===== config.mk =====
export PLATFORM = sky130hd
export DESIGN_NAME = workgroup
export DESIGN_NICKNAME = d
export VERILOG_FILES = /design/src/source/workgroup_pkg.sv /design/src/source/dmi_axil_regs.sv /design/src/source/dport_fsm.sv /design/src/source/dport_timer.sv /design/src/source/dport_ic.sv /design/src/source/hart_dport.sv /design/src/source/workgroup.sv
export VERILOG_INCLUDE_DIRS = /design/src /design/src/source
export SDC_FILE = /design/constraint.sdc
export NUM_CORES = 2
export LEC_CHECK = 0
export ABC_CLOCK_PERIOD_IN_PS = 6200
export BUFFER_PORTS_ARGS = -buffer_cell sky130_fd_sc_hd__clkbuf_2
export CORE_ASPECT_RATIO = 1.4
export CORE_MARGIN = 2
export CORE_UTILIZATION = 35
export DETAILED_ROUTE_END_ITERATION = 6
export PLACE_DENSITY = 0.48
export SLEW_MARGIN = 40
export SYNTH_ARGS = -nofsm -noshare
export SYNTH_HDL_FRONTEND = slang
export SYNTH_SLANG_ARGS = --single-unit

===== constraint.sdc =====
create_clock -name i_clk -period 6.2 [get_ports i_clk]
set_input_delay 0.31 -clock i_clk [delete_from_list [all_inputs] [get_ports i_clk]]
set_output_delay 0.31 -clock i_clk [all_outputs]
set_load 0.02 [all_outputs]

===== src/source/workgroup_consts.svh =====
`ifndef WORKGROUP_CONSTS_SVH
`define WORKGROUP_CONSTS_SVH

// Workgroup size
`define WG_CPU_MAX          4       // Hart slots, populated or not
`define WG_CPU_NUM_DEFAULT  3
`define WG_REG_TOTAL        16      // Registers per hart

// Cycles an access may wait for a slot before it is aborted
`define WG_DPORT_TIMEOUT    32

// AXI4-Lite register offsets, decoded on address bits 7:0
`define WG_ADDR_CONTROL     8'h00
`define WG_ADDR_STATUS      8'h04
`define WG_ADDR_DADDR       8'h08
`define WG_ADDR_WDATA       8'h0C
`define WG_ADDR_COMMAND     8'h10
`define WG_ADDR_RDATA       8'h14

`endif


===== src/source/workgroup_pkg.sv =====
`default_nettype none

package workgroup_pkg;

    typedef logic [1:0] hartsel_t;      // Hart slot index

    // AXI4-Lite master to slave
    typedef struct packed {
        logic [31:0] awaddr;
        logic        awvalid;
        logic [31:0] wdata;
        logic [3:0]  wstrb;
        logic        wvalid;
        logic        bready;
        logic [31:0] araddr;
        logic        arvalid;
        logic        rready;
    } axil_m2s_t;

    // AXI4-Lite slave to master
    typedef struct packed {
        logic        awready;
        logic        wready;
        logic        arready;
        logic        bvalid;
        logic [1:0]  bresp;
        logic        rvalid;
        logic [31:0] rdata;
        logic [1:0]  rresp;
    } axil_s2m_t;

    typedef struct packed {
        logic        write;             // Register write when set, read otherwise
        logic [3:0]  index;
        logic [31:0] wdata;
    } dport_req_t;

    typedef struct packed {
        logic        error;
        logic [31:0] rdata;
    } dport_resp_t;

    typedef struct packed {
        logic haltreq;
        logic resumereq;
    } hart_ctrl_t;

    typedef struct packed {
        logic halted;
        logic available;
    } hart_status_t;

endpackage

`default_nettype wire


===== src/source/dmi_axil_regs.sv =====
`timescale 1ns/1ps
`default_nettype none

`include "workgroup_consts.svh"

module dmi_axil_regs (
    input logic i_clk,
    input logic i_rst_n,
    input workgroup_pkg::axil_m2s_t i_axil,
    output workgroup_pkg::axil_s2m_t o_axil,
    output workgroup_pkg::hartsel_t o_hartsel,
    output workgroup_pkg::hart_ctrl_t o_hart_ctrl,
    output logic o_start,                           // One-cycle transaction start
    output workgroup_pkg::dport_req_t o_req,
    input logic i_busy,
    input logic i_done,
    input logic i_error,
    input logic i_timeout,
    input logic [31:0] i_rdata,
    input workgroup_pkg::hart_status_t i_status [`WG_CPU_MAX]
);

import workgroup_pkg::*;

hartsel_t hartsel_q;
hart_ctrl_t ctrl_q;
logic [3:0] daddr_q;
logic [31:0] wdata_q;
logic cmd_write_q;
logic start_q;
logic [31:0] rdata_q;
logic bvalid_q;
logic rvalid_q;
logic [31:0] axi_rdata_q;
logic wr_acc;
logic rd_acc;
logic [31:0] status;
logic [31:0] rd_mux;

// Byte lanes not enabled by the strobe keep their old value
function automatic logic [31:0] merge_strb(input logic [31:0] old_v,
                                           input logic [31:0] new_v,
                                           input logic [3:0] strb);
    logic [31:0] res;
    res = old_v;
    for (int b = 0; b < 4; b++) begin
        if (strb[b]) begin
            res[8*b +: 8] = new_v[8*b +: 8];
        end
    end
    return res;
endfunction

assign wr_acc = i_axil.awvalid && i_axil.wvalid && !bvalid_q;  // AW and W taken together
assign rd_acc = i_axil.arvalid && !rvalid_q;

always_comb begin
    status = '0;
    for (int i = 0; i < `WG_CPU_MAX; i++) begin
        status[i]     = i_status[i].halted;
        status[8 + i] = i_status[i].available;
    end
    status[16] = i_busy || start_q;                 // Covers the cycle before the FSM leaves IDLE
    status[17] = i_error;
    status[18] = i_timeout;
end

always_comb begin
    case (i_axil.araddr[7:0])
        `WG_ADDR_CONTROL: rd_mux = {30'd0, hartsel_q};
        `WG_ADDR_STATUS:  rd_mux = status;
        `WG_ADDR_DADDR:   rd_mux = {28'd0, daddr_q};
        `WG_ADDR_WDATA:   rd_mux = wdata_q;
        `WG_ADDR_COMMAND: rd_mux = {31'd0, cmd_write_q};
        `WG_ADDR_RDATA:   rd_mux = rdata_q;
        default:          rd_mux = '0;
    endcase
end

// Register map writes
always_ff @(posedge i_clk) begin
    if (!i_rst_n) begin
        hartsel_q   <= '0;
        ctrl_q      <= '0;
        daddr_q     <= '0;
        wdata_q     <= '0;
        cmd_write_q <= 1'b0;
        start_q     <= 1'b0;
        rdata_q     <= '0;
    end else begin
        ctrl_q  <= '0;                              // Halt and resume are pulses
        start_q <= 1'b0;
        if (wr_acc) begin
            case (i_axil.awaddr[7:0])
                `WG_ADDR_CONTROL: begin
                    if (i_axil.wstrb[0]) begin
                        hartsel_q        <= i_axil.wdata[1:0];
                        ctrl_q.haltreq   <= i_axil.wdata[4];
                        ctrl_q.resumereq <= i_axil.wdata[5];
                    end
                end
                `WG_ADDR_DADDR: begin
                    if (i_axil.wstrb[0]) begin
                        daddr_q <= i_axil.wdata[3:0];
                    end
                end
                `WG_ADDR_WDATA: wdata_q <= merge_strb(wdata_q, i_axil.wdata, i_axil.wstrb);
                `WG_ADDR_COMMAND: begin
                    // A command while a transaction runs is dropped
                    if (!i_busy && !start_q) begin
                        cmd_write_q <= i_axil.wdata[0];
                        start_q     <= 1'b1;
                    end
                end
                default: ;
            endcase
        end
        if (i_done) begin
            rdata_q <= i_rdata;
        end
    end
end

// Write and read response channels
always_ff @(posedge i_clk) begin
    if (!i_rst_n) begin
        bvalid_q <= 1'b0;
        rvalid_q <= 1'b0;
    end else begin
        if (wr_acc) begin
            bvalid_q <= 1'b1;
        end else if (i_axil.bready) begin
            bvalid_q <= 1'b0;
        end
        if (rd_acc) begin
            rvalid_q <= 1'b1;
        end else if (i_axil.rready) begin
            rvalid_q <= 1'b0;
        end
    end
end

always_ff @(posedge i_clk) begin
    if (rd_acc) begin
        axi_rdata_q <= rd_mux;
    end
end

assign o_axil.awready = wr_acc;
assign o_axil.wready  = wr_acc;
assign o_axil.arready = !rvalid_q;
assign o_axil.bvalid  = bvalid_q;
assign o_axil.bresp   = 2'b00;                      // OKAY
assign o_axil.rvalid  = rvalid_q;
assign o_axil.rdata   = axi_rdata_q;
assign o_axil.rresp   = 2'b00;

assign o_hartsel   = hartsel_q;
assign o_hart_ctrl = ctrl_q;
assign o_start     = start_q;
assign o_req       = '{write: cmd_write_q, index: daddr_q, wdata: wdata_q};

endmodule

`default_nettype wire


===== src/source/dport_fsm.sv =====
`timescale 1ns/1ps
`default_nettype none

module dport_fsm (
    input logic i_clk,
    input logic i_rst_n,
    input logic i_start,
    output logic o_busy,
    output logic o_done,
    output logic o_error,
    output logic o_timeout,
    output logic [31:0] o_rdata,
    output logic o_req_valid,
    input logic i_req_ready,
    output logic o_resp_ready,
    input logic i_resp_valid,
    input workgroup_pkg::dport_resp_t i_resp,
    output logic o_timer_en,
    input logic i_expired
);

typedef enum logic [1:0] {
    ST_IDLE,
    ST_REQUEST,
    ST_RESPONSE,
    ST_DONE
} state_t;

state_t state_q;
state_t state_d;
logic error_q;
logic timeout_q;
logic [31:0] rdata_q;
logic capture;
logic abort;

assign capture = (state_q == ST_RESPONSE) && i_resp_valid;
// An accepted request or a returned response wins over expiry in the same cycle
assign abort = i_expired && (((state_q == ST_REQUEST) && !i_req_ready) ||
                             ((state_q == ST_RESPONSE) && !i_resp_valid));

always_comb begin
    state_d = state_q;
    case (state_q)
        ST_IDLE: begin
            if (i_start) begin
                state_d = ST_REQUEST;
            end
        end
        ST_REQUEST: begin
            if (i_req_ready) begin
                state_d = ST_RESPONSE;
            end else if (abort) begin
                state_d = ST_DONE;
            end
        end
        ST_RESPONSE: begin
            if (capture || abort) begin
                state_d = ST_DONE;
            end
        end
        default: state_d = i_start ? ST_REQUEST : ST_IDLE;   // DONE lasts one cycle
    endcase
end

always_ff @(posedge i_clk) begin
    if (!i_rst_n) begin
        state_q   <= ST_IDLE;
        error_q   <= 1'b0;
        timeout_q <= 1'b0;
    end else begin
        state_q <= state_d;
        if (i_start && !o_busy) begin
            error_q   <= 1'b0;                      // Flags belong to the last transaction
            timeout_q <= 1'b0;
        end else if (capture) begin
            error_q <= i_resp.error;
        end else if (abort) begin
            error_q   <= 1'b1;
            timeout_q <= 1'b1;
        end
    end
end

always_ff @(posedge i_clk) begin
    if (capture) begin
        rdata_q <= i_resp.rdata;
    end else if (abort) begin
        rdata_q <= '0;
    end
end

assign o_busy       = (state_q == ST_REQUEST) || (state_q == ST_RESPONSE);
assign o_done       = (state_q == ST_DONE);
assign o_error      = error_q;
assign o_timeout    = timeout_q;
assign o_rdata      = rdata_q;
assign o_req_valid  = (state_q == ST_REQUEST);
assign o_resp_ready = (state_q == ST_RESPONSE);
assign o_timer_en   = o_busy;                       // Runs for the whole access

endmodule

`default_nettype wire


===== src/source/dport_timer.sv =====
`timescale 1ns/1ps
`default_nettype none

`include "workgroup_consts.svh"

module dport_timer (
    input logic i_clk,
    input logic i_rst_n,
    input logic i_en,
    output logic o_expired
);

localparam int CNT_W = $clog2(`WG_DPORT_TIMEOUT);

logic [CNT_W-1:0] cnt_q;

always_ff @(posedge i_clk) begin
    if (!i_rst_n) begin
        cnt_q <= '0;
    end else if (!i_en) begin
        cnt_q <= '0;                                // Restart for every access
    end else if (!o_expired) begin
        cnt_q <= cnt_q + 1'b1;
    end
end

// Set in the last of WG_DPORT_TIMEOUT enabled cycles, then held
assign o_expired = (cnt_q == CNT_W'(`WG_DPORT_TIMEOUT - 1));

endmodule

`default_nettype wire


===== src/source/dport_ic.sv =====
`timescale 1ns/1ps
`default_nettype none

`include "workgroup_consts.svh"

module dport_ic #(
    parameter int unsigned CPU_NUM = `WG_CPU_NUM_DEFAULT
) (
    input workgroup_pkg::hartsel_t i_hartsel,
    input workgroup_pkg::hart_ctrl_t i_hart_ctrl,
    input logic i_req_valid,
    input workgroup_pkg::dport_req_t i_req,
    output logic o_req_ready,
    input logic i_resp_ready,
    output logic o_resp_valid,
    output workgroup_pkg::dport_resp_t o_resp,
    output logic o_hart_req_valid [`WG_CPU_MAX],
    output workgroup_pkg::dport_req_t o_hart_req [`WG_CPU_MAX],
    input logic i_hart_req_ready [`WG_CPU_MAX],
    output logic o_hart_resp_ready [`WG_CPU_MAX],
    input logic i_hart_resp_valid [`WG_CPU_MAX],
    input workgroup_pkg::dport_resp_t i_hart_resp [`WG_CPU_MAX],
    output workgroup_pkg::hart_ctrl_t o_hart_ctrl [`WG_CPU_MAX]
);

logic sel_populated;

assign sel_populated = (int'(i_hartsel) < CPU_NUM);

// Only the selected slot sees requests and control pulses
always_comb begin
    for (int i = 0; i < `WG_CPU_MAX; i++) begin
        o_hart_req_valid[i]  = 1'b0;
        o_hart_req[i]        = '0;
        o_hart_resp_ready[i] = 1'b0;
        o_hart_ctrl[i]       = '0;
        if (int'(i_hartsel) == i) begin
            o_hart_req_valid[i]  = i_req_valid;
            o_hart_req[i]        = i_req;
            o_hart_resp_ready[i] = i_resp_ready;
            o_hart_ctrl[i]       = i_hart_ctrl;
        end
    end
end

// Empty slots never answer, so the access runs into the timeout
assign o_req_ready  = sel_populated && i_hart_req_ready[i_hartsel];
assign o_resp_valid = sel_populated && i_hart_resp_valid[i_hartsel];
assign o_resp       = sel_populated ? i_hart_resp[i_hartsel] : '0;

endmodule

`default_nettype wire


===== src/source/hart_dport.sv =====
`timescale 1ns/1ps
`default_nettype none

`include "workgroup_consts.svh"

module hart_dport (
    input logic i_clk,
    input logic i_rst_n,
    input workgroup_pkg::hart_ctrl_t i_ctrl,
    input logic i_req_valid,
    input workgroup_pkg::dport_req_t i_req,
    output logic o_req_ready,
    input logic i_resp_ready,
    output logic o_resp_valid,
    output workgroup_pkg::dport_resp_t o_resp,
    output workgroup_pkg::hart_status_t o_status
);

import workgroup_pkg::*;

logic [31:0] regs_q [`WG_REG_TOTAL];
logic halted_q;
logic resp_valid_q;
dport_resp_t resp_q;

always_ff @(posedge i_clk) begin
    if (!i_rst_n) begin
        halted_q     <= 1'b0;                       // Harts come out of reset running
        resp_valid_q <= 1'b0;
        for (int i = 0; i < `WG_REG_TOTAL; i++) begin
            regs_q[i] <= '0;
        end
    end else begin
        if (i_ctrl.haltreq) begin
            halted_q <= 1'b1;
        end else if (i_ctrl.resumereq) begin
            halted_q <= 1'b0;
        end
        if (i_req_valid) begin
            resp_valid_q <= 1'b1;
            if (i_req.write && halted_q) begin
                regs_q[i_req.index] <= i_req.wdata;
            end
        end else if (i_resp_ready) begin
            resp_valid_q <= 1'b0;
        end
    end
end

// Response carries the register value seen before any write
always_ff @(posedge i_clk) begin
    if (i_req_valid) begin
        resp_q.error <= i_req.write && !halted_q;   // Running hart rejects writes
        resp_q.rdata <= regs_q[i_req.index];
    end
end

assign o_req_ready  = 1'b1;
assign o_resp_valid = resp_valid_q;
assign o_resp       = resp_q;
assign o_status     = '{halted: halted_q, available: 1'b1};

endmodule

`default_nettype wire


===== src/source/workgroup.sv =====
`timescale 1ns/1ps
`default_nettype none

`include "workgroup_consts.svh"

module workgroup #(
    parameter int unsigned CPU_NUM = `WG_CPU_NUM_DEFAULT
) (
    input logic i_clk,
    input logic i_rst_n,
    input workgroup_pkg::axil_m2s_t i_axil,
    output workgroup_pkg::axil_s2m_t o_axil
);

import workgroup_pkg::*;

hartsel_t w_hartsel;
hart_ctrl_t w_hart_ctrl;
dport_req_t w_req;
dport_resp_t w_resp;
logic w_start;
logic w_busy;
logic w_done;
logic w_error;
logic w_timeout;
logic [31:0] w_rdata;
logic w_req_valid;
logic w_req_ready;
logic w_resp_ready;
logic w_resp_valid;
logic w_timer_en;
logic w_expired;

// Per-slot debug port
logic w_hart_req_valid [`WG_CPU_MAX];
dport_req_t w_hart_req [`WG_CPU_MAX];
logic w_hart_req_ready [`WG_CPU_MAX];
logic w_hart_resp_ready [`WG_CPU_MAX];
logic w_hart_resp_valid [`WG_CPU_MAX];
dport_resp_t w_hart_resp [`WG_CPU_MAX];
hart_ctrl_t w_slot_ctrl [`WG_CPU_MAX];
hart_status_t w_status [`WG_CPU_MAX];

dmi_axil_regs regs0 (
    .i_clk(i_clk),
    .i_rst_n(i_rst_n),
    .i_axil(i_axil),
    .o_axil(o_axil),
    .o_hartsel(w_hartsel),
    .o_hart_ctrl(w_hart_ctrl),
    .o_start(w_start),
    .o_req(w_req),
    .i_busy(w_busy),
    .i_done(w_done),
    .i_error(w_error),
    .i_timeout(w_timeout),
    .i_rdata(w_rdata),
    .i_status(w_status)
);

dport_fsm fsm0 (
    .i_clk(i_clk),
    .i_rst_n(i_rst_n),
    .i_start(w_start),
    .o_busy(w_busy),
    .o_done(w_done),
    .o_error(w_error),
    .o_timeout(w_timeout),
    .o_rdata(w_rdata),
    .o_req_valid(w_req_valid),
    .i_req_ready(w_req_ready),
    .o_resp_ready(w_resp_ready),
    .i_resp_valid(w_resp_valid),
    .i_resp(w_resp),
    .o_timer_en(w_timer_en),
    .i_expired(w_expired)
);

dport_timer timer0 (
    .i_clk(i_clk),
    .i_rst_n(i_rst_n),
    .i_en(w_timer_en),
    .o_expired(w_expired)
);

dport_ic #(
    .CPU_NUM(CPU_NUM)
) ic0 (
    .i_hartsel(w_hartsel),
    .i_hart_ctrl(w_hart_ctrl),
    .i_req_valid(w_req_valid),
    .i_req(w_req),
    .o_req_ready(w_req_ready),
    .i_resp_ready(w_resp_ready),
    .o_resp_valid(w_resp_valid),
    .o_resp(w_resp),
    .o_hart_req_valid(w_hart_req_valid),
    .o_hart_req(w_hart_req),
    .i_hart_req_ready(w_hart_req_ready),
    .o_hart_resp_ready(w_hart_resp_ready),
    .i_hart_resp_valid(w_hart_resp_valid),
    .i_hart_resp(w_hart_resp),
    .o_hart_ctrl(w_slot_ctrl)
);

for (genvar i = 0; i < CPU_NUM; i++) begin : xslotcpu
    hart_dport hartx (
        .i_clk(i_clk),
        .i_rst_n(i_rst_n),
        .i_ctrl(w_slot_ctrl[i]),
        .i_req_valid(w_hart_req_valid[i]),
        .i_req(w_hart_req[i]),
        .o_req_ready(w_hart_req_ready[i]),
        .i_resp_ready(w_hart_resp_ready[i]),
        .o_resp_valid(w_hart_resp_valid[i]),
        .o_resp(w_hart_resp[i]),
        .o_status(w_status[i])
    );
end : xslotcpu

// Unpopulated slots are silent and report not available
for (genvar i = CPU_NUM; i < `WG_CPU_MAX; i++) begin : xemptyslot
    assign w_hart_req_ready[i]  = 1'b0;
    assign w_hart_resp_valid[i] = 1'b0;
    assign w_hart_resp[i]       = '0;
    assign w_status[i]          = '0;
end : xemptyslot

endmodule

`default_nettype wire


# --- Word level (Yosys, flattened, before mapping) ---
# Memories as Yosys holds them, arrays and structs flattened. A register that Yosys moved wholly into a read port is not among the register bits.
# Cells that the tools add are included.
word_totals:
  ramBits: 1536
  reg_bits: 158
  word_cells: 185
  input_bits: 107
  out_inout_bits: 41
  n_memories: 3
mem_list:
  columns: ["memory", "words", "word_bits", "rd", "rd_ports_with_merged_regs", "write_ports", "line_no", "rtl"]
  rows:
  - ["xslotcpu[0].hartx.regs_q", 16, 32, 1, 1, 16, "hart_dport.sv:21", "logic [31:0] regs_q [`WG_REG_TOTAL];"]
  - ["xslotcpu[1].hartx.regs_q", 16, 32, 1, 1, 16, "hart_dport.sv:21", null]
  - ["xslotcpu[2].hartx.regs_q", 16, 32, 1, 1, 16, "hart_dport.sv:21", null]
op_classes:
  bitwise_logic: 3
  n_eq_ne: 17
  order_cmp: 2
  n_reduce_logical: 59
  addsub: 1
  mux: 72
op_table:
  columns: ["cell", "count"]
  rows:
  - ["32-bit one-hot mux with 6 select lines", 1]
  - ["32-bit 2-to-1 mux", 5]
  - ["37-bit 2-to-1 mux", 3]
  - ["33-bit 2-to-1 mux", 3]
  - ["32-bit OR reduction", 3]
  - ["33-bit binary-select mux with 2-bit select", 1]
  - ["1-bit 2-to-1 mux", 46]
  - ["8-bit by 4-bit equality test with 1-bit output, second input constant", 4]
  - ["3-bit AND reduction", 9]
  - ["8-bit by 5-bit equality test with 1-bit output, second input constant", 3]
  - ["2-bit nonzero test", 9]
  - ["1-bit logical AND", 17]
  - ["8-bit zero test", 2]
  - ["2-bit 2-to-1 mux", 7]
  - ["4-bit 2-to-1 mux", 3]
  - ["1-bit zero test", 9]
  - ["2-bit equality test, second input constant", 4]
  - ["8-bit by 3-bit equality test with 1-bit output, second input constant", 1]
  - ["2-bit one-hot mux with 3 select lines", 1]
  - ["5-bit by 1-bit adder with 5-bit output, second input constant", 1]
  - ["5-bit equality test, second input constant", 1]
  - ["1-bit binary-select mux with 2-bit select", 2]
  - ["2-bit zero test", 2]
  - ["1-bit logical OR", 4]
  - ["other kinds (10)", 13]

# --- Logic depth before layout (Yosys ltp) ---
logic_depth:
  depth_word: 12
  ltp_mapped: 10

# --- Hierarchy ---
# Synthesis repeated with hierarchy kept, for this count alone.
hier_totals:
  cells_unflattened: 5517
  area_unflattened_um2: 77280.4
by_module_without_submodules:
  columns: ["module", "instances", "area_each_um2", "cells_each", "seq_area_each_um2"]
  rows:
  - ["hart_dport", 3, 23075.9, 1566, 16405.7]
  - ["dmi_axil_regs", 1, 4448.0, 421, 2482.4]
  - ["dport_ic", 1, 1875.5, 270, 0.0]
  - ["dport_fsm", 1, 1497.7, 105, 1041.0]
  - ["dport_timer", 1, 227.7, 22, 100.1]
  - ["workgroup", 1, 3.8, 1, 0.0]

# --- Least setup slack after synthesis ---
# Ideal clock, no wire load.
synth_path:
  path_type: "register to register"
  from: "register regs0.hartsel_q[1], in the netlist regs0.o_hartsel[1]"
  to: "memory xslotcpu[2].hartx.regs_q[9][0] (enable)"
  arrival_ns: 2.441
  t_required_ns: 5.811
  path_slack_ns: 3.370
  setup_time_ns: 0.389
  period_less_slack_ns: 2.830
  stages_incl_launch_ff: 9
  n_path_buf: 3
  path_cell_list: "dfxtp_1 > clkbuf_2 > nor2b_1 > buf_2 > nand3_1 > nor4_1 > nand3_1 > buf_2 > nand2_1"
synth_rtl:
  columns: ["item", "line_no", "rtl"]
  rows:
  - ["start: declaration", "dmi_axil_regs.sv:25", "hartsel_t hartsel_q;"]
  - ["start signal: assignment", "dmi_axil_regs.sv:97", "hartsel_q <= i_axil.wdata[1:0];"]
  - ["end: declaration", "hart_dport.sv:21", null]

==> impl_metrics.csv <==
group,metric,value,unit
power_and_ir_drop,seqPwrFrac,53.9,%
floorplanning,rows,205,
finish,finalInstanceArea,0.0881,mm^2
grt,grt_overflow,0,
sta,setup_viol,0,
finish,seqCellArea,0.0529,mm^2
grt,antenna_found_initial,8,
worst_setup_path,crit-reg2reg-launch,"regs0.daddr_q[2]",
worst_setup_path,worstSetupEndpointType,"register",
route,via_per_inst,5.65,
floorplanning,dieHeight,563,um
hold_path,hold_start,"i_rst_n",
hold_path,hold_depth,2,
route,routed_wl,289000,um
sta,fmax,247,MHz
worst_setup_path,cp_num_buf_inv,3,
power_and_ir_drop,power.leakage,0.0272,uW
worst_setup_path,path_class,"register to register",
route,num_vias,54200,
finish,stdcell_count,9590,
cts,numCtsBuffers,182,
outcome,status,"finished, final reports clean",
grt,first_global_vias,53100,
power_and_ir_drop,power.density,295,mW/mm^2
place,dpl_cell_area,0.0820,mm^2
cts,cts.clk_slew.worst_paths,0.06,ns
power_and_ir_drop,internal_power,20100,uW
worst_setup_path,arrival,4.50,ns
synthesis,ys.warnings.count,0,
sta,whs,0.114,ns
cts,clock-sinks,1790,
synthesis,yosysSeqAreaShare,67.5,%
worst_setup_path,r2r_slack,2.15,ns
worst_setup_path,cp_cell_sequence,"buf_4 -> nor2b_1 -> nand3_1 -> buf_4 -> nor2_1 -> nand3_2 -> nand2_2 -> buf_4",
worst_setup_path,cpPeakStageDelay,0.69,ns
route,antenna_left,0,
finish,nFillCells,21200,
floorplanning,die_area,0.227,mm^2
place,port_buffers,95,
finish,syn2layout_area_growth,12.6,%
synthesis,async_reset_ff_share,0,%
worst_setup_path,cp.required,6.65,ns
synthesis,synth-seq-cells,1790,
sta,hold_violations,0,
cts,insertion_delay,0.84,ns
synthesis,yosysUniqueCellTypes,75,
sta,relSlewSlack,38.0,%
synthesis,syn-instance-count,6642,
power_and_ir_drop,peakVddDrop,0.214,mV
place,gp_congestion,0.853,
worst_setup_path,cp-start-kind,"register",
synthesis,yosysTopAreaCell,"edfxtp_1",
grt,grt.total_usage,24.8,%
cts,cts_tree,"built",
route,firstDrtPassIters,6,
synthesis,synth-edff-count,1699,
worst_setup_path,ff2ff_path_depth,8,
sta,fin_skew,0.0583,ns
grt,grt_max_degree,131,
synthesis,synth-main-ff-cell,"edfxtp_1",
sta,final.min_clock_period,4.05,ns
sta,rsz0062_at_grt,"no",
worst_setup_path,r2r_end,"xslotcpu[2].hartx.regs_q[13][22]",
power_and_ir_drop,switching_share,22.5,%
sta,slew_violations,0,
floorplanning,core_area,0.222,mm^2
sta,fin_crit_sh,65.4,%
finish,layout.nets,6661,
synthesis,netlist_top_cells_area,"edfxtp_1, nor2_1, mux2i_1",
place,dp_cells,9218,
synthesis,syn_avg_cell_area,11.8,um^2
cts,holdBufCountCts,42,
power_and_ir_drop,power_switching,5860,uW
cts,ctsResizeCount,0,
cts,htreeDepth,4,
worst_setup_path,cp-startpoint,"regs0.daddr_q[2]",
hold_path,min_to,"xslotcpu[0].hartx.halted_q",
route,route.detailed.drc,0,
flow_run,cap_violations,0,
finish,drive_gt1_share,11.7,%
worst_setup_path,cp_common_cell,"buf_4",
grt,grt_pass1_wl,402000,um
finish,multi_input_area,0.0233,mm^2
floorplanning,dieWidth,404,um
place,dp_hpwl,170000,um
synthesis,netlist_area,0.0782,mm^2
cts,clockBufferDepth,4,
worst_setup_path,crit_fanout,38,
sta,max_slew.worst_pin.slew,0.930,ns
power_and_ir_drop,combPwrFrac,4.4,%
cts,root_buffer,"clkbuf_16",
floorplanning,pin_count,148,
route,initialDrtViolationCount,5463,
cts,postCtsSetupBuffers,0,
route,wl_per_cell,30.1,um
power_and_ir_drop,p_clk_share,41.8,%
worst_setup_path,slowest_stage,"dfxtp_4",
worst_setup_path,crit_family,"simple AND/OR/NAND/NOR gates",
synthesis,synth_top_area_share,65.2,%
hold_path,hold_path_class,"input pin to register",
floorplanning,initial_utilization,35.2,%
sta,tns,0,ns
layout make-up:
cell class	count	share of cell area (%)
clock buffers	236	5.61
flip-flops and latches	1790	60.0
multi-input cells	4212	26.4
repair buffers	327	2.84
inverters	34	0.149
diodes	8	0.0227
clock inverters	85	0.801
well taps	2898	4.12
layout by cell type (no fill, tap or decap), types with 101 or more instances in the layout:
cell	netlist	routed
nand2_1	330	250
edfxtp_1	1699	1699
a21oi_1	415	410
nor2_1	2006	2000
buf_4	9	173
o221ai_1	110	110
mux2i_1	341	341
clkbuf_16	0	188
o21ai_0	209	209
mux2_2	101	101
how the worst max path moves through the flow:
stage | depth (start not counted) | end
finish | 8 | xslotcpu[2].hartx.regs_q[13][22]
global route | 8 | xslotcpu[0].hartx.regs_q[15][26]
CTS | 8 | xslotcpu[0].hartx.regs_q[15][26]
detailed placement | 7 | xslotcpu[0].hartx.regs_q[9][4]
global placement | 7 | xslotcpu[0].hartx.regs_q[1][14]
floorplan | 8 | xslotcpu[2].hartx.regs_q[9][0]
stage by stage:
stage	util, %	power, uW	setup slack (ns)
3_3_place_gp	36.7	15300	1.86
3_5_place_dp	36.9	15400	2.04
4_1_cts	39.6	26100	2.08
5_1_grt	39.6	26600	2.00
2_1_floorplan	-	14700	3.37
6_report	39.6	26000	2.15
state kept, by name, summed over array words and instances, names as in the netlist, 4 cells and up:
name                   count
xslotcpu.hartx.regs_q   1536
regs0.daddr_q              4
xslotcpu.hartx.o_resp     99
regs0.wdata_q             32
fsm0.o_rdata              32
regs0.axi_rdata_q         32
timer0.cnt_q               5
regs0.rdata_q             32
cells in the mapped netlist, drive strengths merged (28+ instances only):
cell type  number
nand3          28
nand4          43
a221oi         73
o21ai         209
dfxtp          91
edfxtp       1699
clkbuf        429
a21oi         415
a221o          47
buf           180
a22oi          39
nor2         2006
nor2b          78
mux2          101
mux2i         341
o221ai        110
o22ai          61
nand2         330
inv            34
worst reg2reg max path: cells and delay by family, from the launching register on:
family | cells | cell delay, ns
buf+inv | 3 | 1.39
simple gates | 5 | 1.56
flops | 1 | 0.69
cells by family after synthesis:
kind of cell,after synthesis,share of synthesized area (%)
xor+xnor,3,0.0336
flops,1790,67.5
buf+inv,643,3.33
mux,450,6.05
fa+ha+maj,7,0.112
compound gates,1137,9.43
other cells,1,0.00479
simple gates,2611,13.5
power by group through the flow:
stage                     logic, uW  clock network (uW)  registers (uW)
after CTS                      1130               11000           14000
final                          1130               10900           14000
after global routing           1190               11400           14000
after detailed placement       1110                   0           14300
after floorplan                 527                   0           14100
after global placement         1090                   0           14300
routing by layer:
layer,track usage (%),up-vias,wire [um]
met2,42.8,2126,143000
li1,-,23700,-
met1,29.4,27700,108000
met5,0,-,50
met3,3.17,619,17700
met4,15.1,8,20000
Power figures use the tool's default switching activity.
